<file path="config.mk">
export PLATFORM = sky130hd
export DESIGN_NAME = mac_unit_top
export DESIGN_NICKNAME = d
export VERILOG_FILES = /design/src/mac_op_pkg.sv /design/src/mac_data_pkg.sv /design/src/mac_unit_top.sv /design/src/mac_ctrl_regs.sv /design/src/alu_dsp.sv /design/src/dsp_slice.sv
export VERILOG_INCLUDE_DIRS = /design/src
export SDC_FILE = /design/constraint.sdc
export NUM_CORES = 2
export LEC_CHECK = 0
export BUFFER_PORTS_ARGS = -buffer_cell sky130_fd_sc_hd__buf_4
export CORE_MARGIN = 8
export CORE_UTILIZATION = 48
export DETAILED_ROUTE_END_ITERATION = 7
export GPL_TIMING_DRIVEN = 0
export PLACE_DENSITY = 0.68
export SLEW_MARGIN = 20
export SYNTH_ARGS = -nofsm -noshare
export SYNTH_HDL_FRONTEND = slang
export SYNTH_HIERARCHICAL = 1
export SYNTH_SLANG_ARGS = --single-unit
</file>
<file path="constraint.sdc">
create_clock -name reset -period 7.9 [get_ports reset]
set_input_delay 0.79 -clock reset [delete_from_list [all_inputs] [get_ports reset]]
set_output_delay 0.79 -clock reset [all_outputs]
set_load 0.05 [all_outputs]
</file>
<file path="src/mac_consts.svh">
// MAC unit constants
// Datapath widths, pipeline latency, register map and the idle
// operation word shared by the packages and the RTL
`ifndef MAC_CONSTS_SVH
`define MAC_CONSTS_SVH

// --------------------
// Datapath widths
// --------------------
`define MAC_A_W 18  // A and B operand width
`define MAC_M_W 36  // Full signed product width
`define MAC_P_W 48  // Accumulator and result width

// --------------------
// Pipeline
// --------------------
`define MAC_LATENCY 3  // A1/B1, M and P stages

// --------------------
// Register map
// --------------------
`define MAC_ADDR_OP 1'b0  // Operation word register
`define MAC_ADDR_C  1'b1  // Bias register

// Idle word computes P = P + 0 with no carry
// Field order is subtract, carry_in, z_sel (Z_P), x_sel (X_ZERO)
`define MAC_OP_HOLD 6'b0_0_01_00

`endif
</file>
<file path="src/mac_op_pkg.sv">
// MAC operation encoding
// Post-adder input selects, the packed operation word and the
// issue state used by the register block

package mac_op_pkg;

    // X input of the post-adder
    typedef enum logic [1:0] {
        X_ZERO = 2'd0,  // Constant zero
        X_PROD = 2'd1,  // Registered product
        X_P    = 2'd2,  // P feedback
        X_AB   = 2'd3   // Sign-extended A:B
    } x_sel_e;

    // Z input of the post-adder, code 2 reads as zero
    typedef enum logic [1:0] {
        Z_ZERO = 2'd0,  // Constant zero
        Z_P    = 2'd1,  // P feedback for accumulate
        Z_C    = 2'd3   // Bias register
    } z_sel_e;

    // Operation word, P = Z +/- (X + carry)
    typedef struct packed {
        logic   subtract;  // 1 gives Z - (X + carry)
        logic   carry_in;  // Carry into the X sum
        z_sel_e z_sel;
        x_sel_e x_sel;
    } mac_op_t;

    // What the register block sends down each cycle
    typedef enum logic {
        ISSUE_HOLD = 1'b0,  // Idle cycle, P unchanged
        ISSUE_OP   = 1'b1   // Valid item, stored word
    } issue_state_e;

endpackage

</file>
<file path="src/mac_data_pkg.sv">
// MAC data types
// Signed vector types for operands, products and the accumulator
`include "mac_consts.svh"

package mac_data_pkg;

    // --------------------
    // Arithmetic words
    // --------------------

    // A and B operands from the host
    typedef logic signed [`MAC_A_W-1:0] operand_t;

    // Multiplier output, also holds the A:B concatenation
    typedef logic signed [`MAC_M_W-1:0] product_t;

    // P result, C bias and host write data
    typedef logic signed [`MAC_P_W-1:0] result_t;

endpackage

</file>
<file path="src/mac_unit_top.sv">
// MAC unit top level
// Register block feeding the pipelined multiply and post-add wrapper
`timescale 1ns/1ps

module mac_unit_top
    import mac_data_pkg::*;
    import mac_op_pkg::*;
(
    input  logic     reset,      // Clock
    input  logic     clk,        // Async reset, active high
    input  logic     wr_en,      // Register write strobe
    input  logic     wr_addr,
    input  result_t  wr_data,
    input  logic     in_valid,   // One pulse per operand pair
    input  operand_t a,
    input  operand_t b,
    output result_t  p,
    output logic     out_valid
);

    mac_op_t op_w;  // Per-cycle operation
    result_t c_w;   // Bias

    mac_ctrl_regs i_mac_ctrl_regs (
        .reset    (reset   ),
        .clk      (clk     ),
        .wr_en    (wr_en   ),
        .wr_addr  (wr_addr ),
        .wr_data  (wr_data ),
        .in_valid (in_valid),
        .op       (op_w    ),
        .c        (c_w     )
    );

    alu_dsp i_alu_dsp (
        .reset     (reset    ),
        .clk       (clk      ),
        .in_valid  (in_valid ),
        .op        (op_w     ),
        .a         (a        ),
        .b         (b        ),
        .c         (c_w      ),
        .p         (p        ),
        .out_valid (out_valid)
    );

endmodule

</file>
<file path="src/mac_ctrl_regs.sv">
// MAC configuration registers
// Holds the operation word and the bias, written by a host strobe,
// and issues either the stored word or the idle word each cycle
`timescale 1ns/1ps
`include "mac_consts.svh"

module mac_ctrl_regs
    import mac_data_pkg::*;
    import mac_op_pkg::*;
(
    input  logic    reset,     // Clock
    input  logic    clk,       // Async reset, active high
    input  logic    wr_en,     // One-cycle write strobe
    input  logic    wr_addr,   // Operation or bias register
    input  result_t wr_data,
    input  logic    in_valid,  // Item issued this cycle
    output mac_op_t op,        // Operation for this cycle
    output result_t c          // Bias register
);

    mac_op_t      op_q;   // Stored operation word
    result_t      c_q;    // Stored bias
    issue_state_e issue;  // Item or idle this cycle

    // --------------------
    // Host writes
    // --------------------
    // New values take effect from the cycle after the strobe
    always_ff @(posedge reset or posedge clk) begin
        if (clk) begin
            op_q <= mac_op_t'(`MAC_OP_HOLD);
            c_q  <= '0;
        end else if (wr_en) begin
            case (wr_addr)
                `MAC_ADDR_OP: op_q <= mac_op_t'(wr_data[$bits(mac_op_t)-1:0]);  // Low bits
                `MAC_ADDR_C:  c_q  <= wr_data;
            endcase
        end
    end

    // --------------------
    // Operation issue
    // --------------------
    assign issue = in_valid ? ISSUE_OP : ISSUE_HOLD;

    always_comb begin
        case (issue)
            ISSUE_OP: op = op_q;                       // Stored word for a valid item
            default:  op = mac_op_t'(`MAC_OP_HOLD);    // Idle cycles leave P alone
        endcase
    end

    assign c = c_q;

endmodule

</file>
<file path="src/alu_dsp.sv">
// MAC arithmetic wrapper
// Delays bias and operation word to meet the slice multiplier stage,
// unpacks the operation word and tracks result validity
`timescale 1ns/1ps
`include "mac_consts.svh"

module alu_dsp
    import mac_data_pkg::*;
    import mac_op_pkg::*;
(
    input  logic     reset,      // Clock
    input  logic     clk,        // Async reset, active high
    input  logic     in_valid,   // One pulse per operand pair
    input  mac_op_t  op,
    input  operand_t a,
    input  operand_t b,
    input  result_t  c,
    output result_t  p,
    output logic     out_valid   // Pulse when p shows a new item
);

    result_t                 c_dly;     // Bias aligned to the A1/B1 stage
    mac_op_t                 op_dly;    // Operation aligned to the A1/B1 stage
    logic [`MAC_LATENCY-1:0] valid_sr;  // One bit per pipeline stage

    // --------------------
    // Alignment registers
    // --------------------
    always_ff @(posedge reset or posedge clk) begin
        if (clk) begin
            c_dly    <= '0;
            op_dly   <= '0;
            valid_sr <= '0;
        end else begin
            c_dly    <= c;
            op_dly   <= op;
            valid_sr <= {valid_sr[`MAC_LATENCY-2:0], in_valid};
        end
    end

    assign out_valid = valid_sr[`MAC_LATENCY-1];  // Rises with P of the same item

    // --------------------
    // Slice
    // --------------------
    dsp_slice i_dsp_slice (
        .reset    (reset          ),
        .clk      (clk            ),
        .a        (a              ),
        .b        (b              ),
        .c        (c_dly          ),  // Registered again as CREG
        .x_sel    (op_dly.x_sel   ),
        .z_sel    (op_dly.z_sel   ),
        .carry_in (op_dly.carry_in),
        .subtract (op_dly.subtract),
        .p        (p              )
    );

endmodule

</file>
<file path="src/dsp_slice.sv">
// DSP slice model
// Signed 18x18 multiplier with A1/B1, M, C, opmode and P registers
// and a post-adder/subtracter computing P = Z +/- (X + carry)
`timescale 1ns/1ps
`include "mac_consts.svh"

module dsp_slice
    import mac_data_pkg::*;
    import mac_op_pkg::*;
(
    input  logic     reset,     // Clock
    input  logic     clk,       // Async reset, active high
    input  operand_t a,
    input  operand_t b,
    input  result_t  c,         // Bias, one cycle ahead of the product
    input  x_sel_e   x_sel,     // Opmode fields, also one cycle ahead
    input  z_sel_e   z_sel,
    input  logic     carry_in,
    input  logic     subtract,
    output result_t  p
);

    localparam int EXT_W = `MAC_P_W - `MAC_M_W;  // Sign bits added to 36-bit words

    // --------------------
    // Pipeline registers
    // --------------------
    operand_t a1_q;     // Stage 1 A
    operand_t b1_q;     // Stage 1 B
    product_t m_q;      // Stage 2 product
    product_t ab_q;     // Stage 2 A:B, kept in step with M
    result_t  c_q;      // C register
    x_sel_e   x_sel_q;  // Opmode registers
    z_sel_e   z_sel_q;
    logic     carry_q;
    logic     sub_q;
    result_t  p_q;      // Stage 3 result

    result_t  m_ext;    // Product widened to 48 bits
    result_t  ab_ext;   // A:B widened to 48 bits
    result_t  x_mux;
    result_t  z_mux;
    result_t  x_total;  // X plus carry
    result_t  p_next;

    always_ff @(posedge reset or posedge clk) begin
        if (clk) begin
            a1_q    <= '0;
            b1_q    <= '0;
            m_q     <= '0;
            ab_q    <= '0;
            c_q     <= '0;
            x_sel_q <= X_ZERO;
            z_sel_q <= Z_ZERO;
            carry_q <= 1'b0;
            sub_q   <= 1'b0;
            p_q     <= '0;
        end else begin
            a1_q    <= a;
            b1_q    <= b;
            m_q     <= a1_q * b1_q;      // Signed 18x18
            ab_q    <= {a1_q, b1_q};
            c_q     <= c;
            x_sel_q <= x_sel;
            z_sel_q <= z_sel;
            carry_q <= carry_in;
            sub_q   <= subtract;
            p_q     <= p_next;
        end
    end

    // --------------------
    // Post-adder
    // --------------------
    assign m_ext  = {{EXT_W{m_q[`MAC_M_W-1]}}, m_q};
    assign ab_ext = {{EXT_W{ab_q[`MAC_M_W-1]}}, ab_q};

    always_comb begin
        case (x_sel_q)
            X_PROD:  x_mux = m_ext;
            X_P:     x_mux = p_q;    // Feedback of the previous item
            X_AB:    x_mux = ab_ext;
            default: x_mux = '0;
        endcase
    end

    always_comb begin
        case (z_sel_q)
            Z_P:     z_mux = p_q;
            Z_C:     z_mux = c_q;
            default: z_mux = '0;     // Zero and the reserved code
        endcase
    end

    assign x_total = x_mux + result_t'(carry_q);            // Carry zero-extended
    assign p_next  = sub_q ? (z_mux - x_total) : (z_mux + x_total);

    assign p = p_q;

endmodule

</file>
==> flow_summary.toml <==
[floorplanning]
rows = 88
die_h_um = 256
dieArea_mm2 = 0.0655
die_w_um = 256
core_region_area_mm2 = 0.0574
boundaryPins = 138
initial_core_util_pct = 48.2

[timing]
setup_tns_ns = 0
max_freq_mhz = 132
fin_crit_sh_pct = 96.2
final_hold_viol_count = 0
setup_viol = 0
period_needed_ns = 7.60
drv_slew = 0
worstMarginPinSlew_ns = 1.07
timing.slew.headroom_pct = 28.8
rsz0062_at_grt = "no"
skew_ns = 0.0174

[routing]
dr.pass1.iters = 6
wirelength_um = 79600
viasPerCell = 5.58
dr_total_vias = 20400
drt_iter0_drc = 1626
ant_nets = 0
drc = 0
wl_per_cell_um = 21.8

[yosys]
synthArstFlopShare_pct = 100
netlist_instances = 2698
yosys-top-cells-area = "dfrtp_1 29%, fa_1 24%, ha_1 6.5%, inv_1 5.3%, nand2_1 3.7%"
yosysTopAreaCell = "dfrtp_1"
synth_flop_cell = "dfrtp_1"
yosysWarnings = 6
synth.distinct_cells = 81
synth_seq_cells = 321
syn_nets = 3261
yosys.area.top_type_share_pct = 29.0
synth_edf_count = 0
synth.cell_area_mm2 = 0.0276
seq_area_frac_synth_pct = 29.1
avgSynthCellArea_um2 = 10.2

[clock_tree]
cts_max_path_buffers = 3
hold_buffers = 0
clockRootBuffer = "clkbuf_16"
cts_num_sinks = 321
cts_buffers = 38
clock_latency_ns = 0.56
path_clk_slew_ns = 0.06
htree_levels = 2
cts_tree = "done"

[worst_setup_path]
r2r_end = "i_alu_dsp/i_dsp_slice/m_q[34]$_DFF_PP0_"
worst_setup_path_start_kind = "flop"
worstPathArrival_ns = 8.07
r2r-start = "i_alu_dsp/i_dsp_slice/b1_q[8]$_DFF_PP0_"
slowest_stage = "dfrtp_1"
regToRegSetupSlack_ns = 0.30
critPathMaxFanout = 10
cpPeakStageDelay_ns = 0.77
crit_type = "flop to flop"
cp_data_required_time_ns = 8.37
cpMostUsedCell = "fa_1"
worstPathCellList = "clkbuf_2 > nand2_1 > fa_1 > inv_1 > fa_1 > fa_1 > fa_1 > inv_1 > fa_1 > inv_1 > fa_1 > ha_1 > a211o_1 > a2111oi_1 > nor3_1 > a221oi_2 > o21ai_0 > o41ai_2 > o21ai_0 > o41ai_1 > xnor2_1"
cp-end-kind = "flop"
ff2ff_path_depth = 21

[layout]
drive_above_1_share_pct = 12.8
final_cells = 3654
syn2layout_area_growth_pct = 12.5
antenna_cells = 0
final_cell_mix = "391 x inv_1, 330 x fa_1, 309 x dfrtp_1"
fillers = 5073
final_nets = 3424
utilization_pct = 54.2
final_common_cell = "inv_1"

[placement]
dp_hpwl_um = 63500
gp_congestion = 0.932
port_buffers = 137
dpl.cell_count = 3604

[global_routing]
grt_max_degree = 94
gr-total-overflow = 0
grt_pass1_vias = 22000
grt_use_total_pct = 24.5
antenna_found_initial = 5
grt_pass1_wl_um = 127000

[worst_hold_path]
hp-class = "input pin to async pin"

[status]
status = "finished clean"

[flow_run]
maxCapViolCount = 0
[cells in the mapped netlist, types with 9 or more instances]
cell and instances:
and2_1 124, mux2_2 52, mux2i_1 70, nand2_1 274, and4_1 9, dfrtp_1 320
nor2_1 77, o21bai_1 12, a31oi_1 25, xnor2_1 105, nor3_1 22, mux2_4 20
o21a_1 12, o2bb2ai_1 17, a21oi_1 98, nand3_1 31, a21o_1 52, nor2b_1 81
and3_1 16, inv_1 394, a22oi_1 10, o21ai_0 46, buf_2 12, fa_1 330
nand4_1 33, xor2_1 58, a22o_1 9, nand2b_1 18, nor4_1 22, clkbuf_1 82
ha_1 144
[registers in the layout, summed over array words and instances, names as in the netlist]
register / cells
i_alu_dsp/valid_sr: 3
i_alu_dsp/i_dsp_slice/b1_q: 18
i_alu_dsp/op_dly: 6
i_alu_dsp/i_dsp_slice/carry_q: 1
i_alu_dsp/i_dsp_slice/c_q: 48
i_alu_dsp/i_dsp_slice/a1_q: 18
i_alu_dsp/i_dsp_slice/m_q: 36
i_alu_dsp/i_dsp_slice/z_sel_q: 2
i_alu_dsp/i_dsp_slice/x_sel_q: 2
i_alu_dsp/i_dsp_slice/sub_q: 1
i_alu_dsp/i_dsp_slice/p: 48
i_alu_dsp/i_dsp_slice/ab_q: 36
i_mac_ctrl_regs/op_q: 6
i_mac_ctrl_regs/c: 48
i_alu_dsp/c_dly: 48
[through the flow]
step / hold slack (ns) / setup slack, ns / cell area, um2
floorplan: 0.331 / 1.14 / 27600
CTS: 0.184 / 0.00225 / 31100
finish: 0.205 / 0.297 / 31100
global placement: 0.332 / -1.20 / 29600
global route: 0.195 / 0.0172 / 31100
detailed placement: 0.335 / -0.714 / 29700
[worst max-delay path by stage]
stage / from / endpoint / slack (ns)
after detailed placement: i_alu_dsp/i_dsp_slice/x_sel_q[1]$_DFF_PP0_ / i_alu_dsp/i_dsp_slice/p[45]$_DFF_PP0_ / -0.71
after global placement: clk / i_alu_dsp/i_dsp_slice/m_q[6]$_DFF_PP0_ / -1.20
after global routing: i_alu_dsp/i_dsp_slice/a1_q[17]$_DFF_PP0_ / i_alu_dsp/i_dsp_slice/m_q[33]$_DFF_PP0_ / 0.02
after CTS: i_alu_dsp/i_dsp_slice/x_sel_q[1]$_DFF_PP0_ / i_alu_dsp/i_dsp_slice/p[45]$_DFF_PP0_ / 0.002
after floorplan: i_alu_dsp/i_dsp_slice/x_sel_q[0]$_DFF_PP0_ / i_alu_dsp/i_dsp_slice/p[47]$_DFF_PP0_ / 1.14
final: i_alu_dsp/i_dsp_slice/b1_q[8]$_DFF_PP0_ / i_alu_dsp/i_dsp_slice/m_q[34]$_DFF_PP0_ / 0.30
[worst max-delay path: cells and delay by family (launching register included)]
family          cells  cell delay, ns
compound gates      7            2.39
xor+xnor            1            0.19
fa+ha+maj           7            3.21
buf+inv             4            0.58
flops               1            0.77
simple gates        2            0.36
[cell type report]
type                            count  area [um2]  area share (%)
Timing Repair Buffer              143        1150            3.69
Multi-Input combinational cell   1871       17700            57.0
Tap cell                          765         957            3.08
Buffer                             92         472            1.52
Clock inverter                     14         154           0.495
Clock buffer                       54        1090            3.51
Inverter                          394        1490            4.80
Sequential cell                   321        8050            25.9
[logic make-up after synthesis]
kind of cell / after synthesis / synth area share [%]
flops: 321 / 29.1
buf+inv: 506 / 7.22
xor+xnor: 163 / 5.16
mux: 142 / 5.74
fa+ha+maj: 474 / 30.4
compound gates: 344 / 8.28
simple gates: 748 / 14.1
[per-layer routing]
layer	GRT usage [%]	part of all wire, %
met5	0	0.034
met4	8.22	3.6
met3	4.56	6.9
met2	38.9	46
met1	33.7	44
[timing repair]
| action | in CTS | in global routing |
|---|---|---|
| buffers inserted | 0 | 2 |
| pin swaps | 0 | 1 |
| gates resized for setup | 29 | 40 |
| setup endpoints to repair | 24 | 22 |
| hold endpoints to repair | 0 | 0 |
| gates cloned | 0 | 0 |
Power is left out: the tool's default activity adds up to more than one toggle a clock period on the data nets, which glitch-free logic cannot reach.
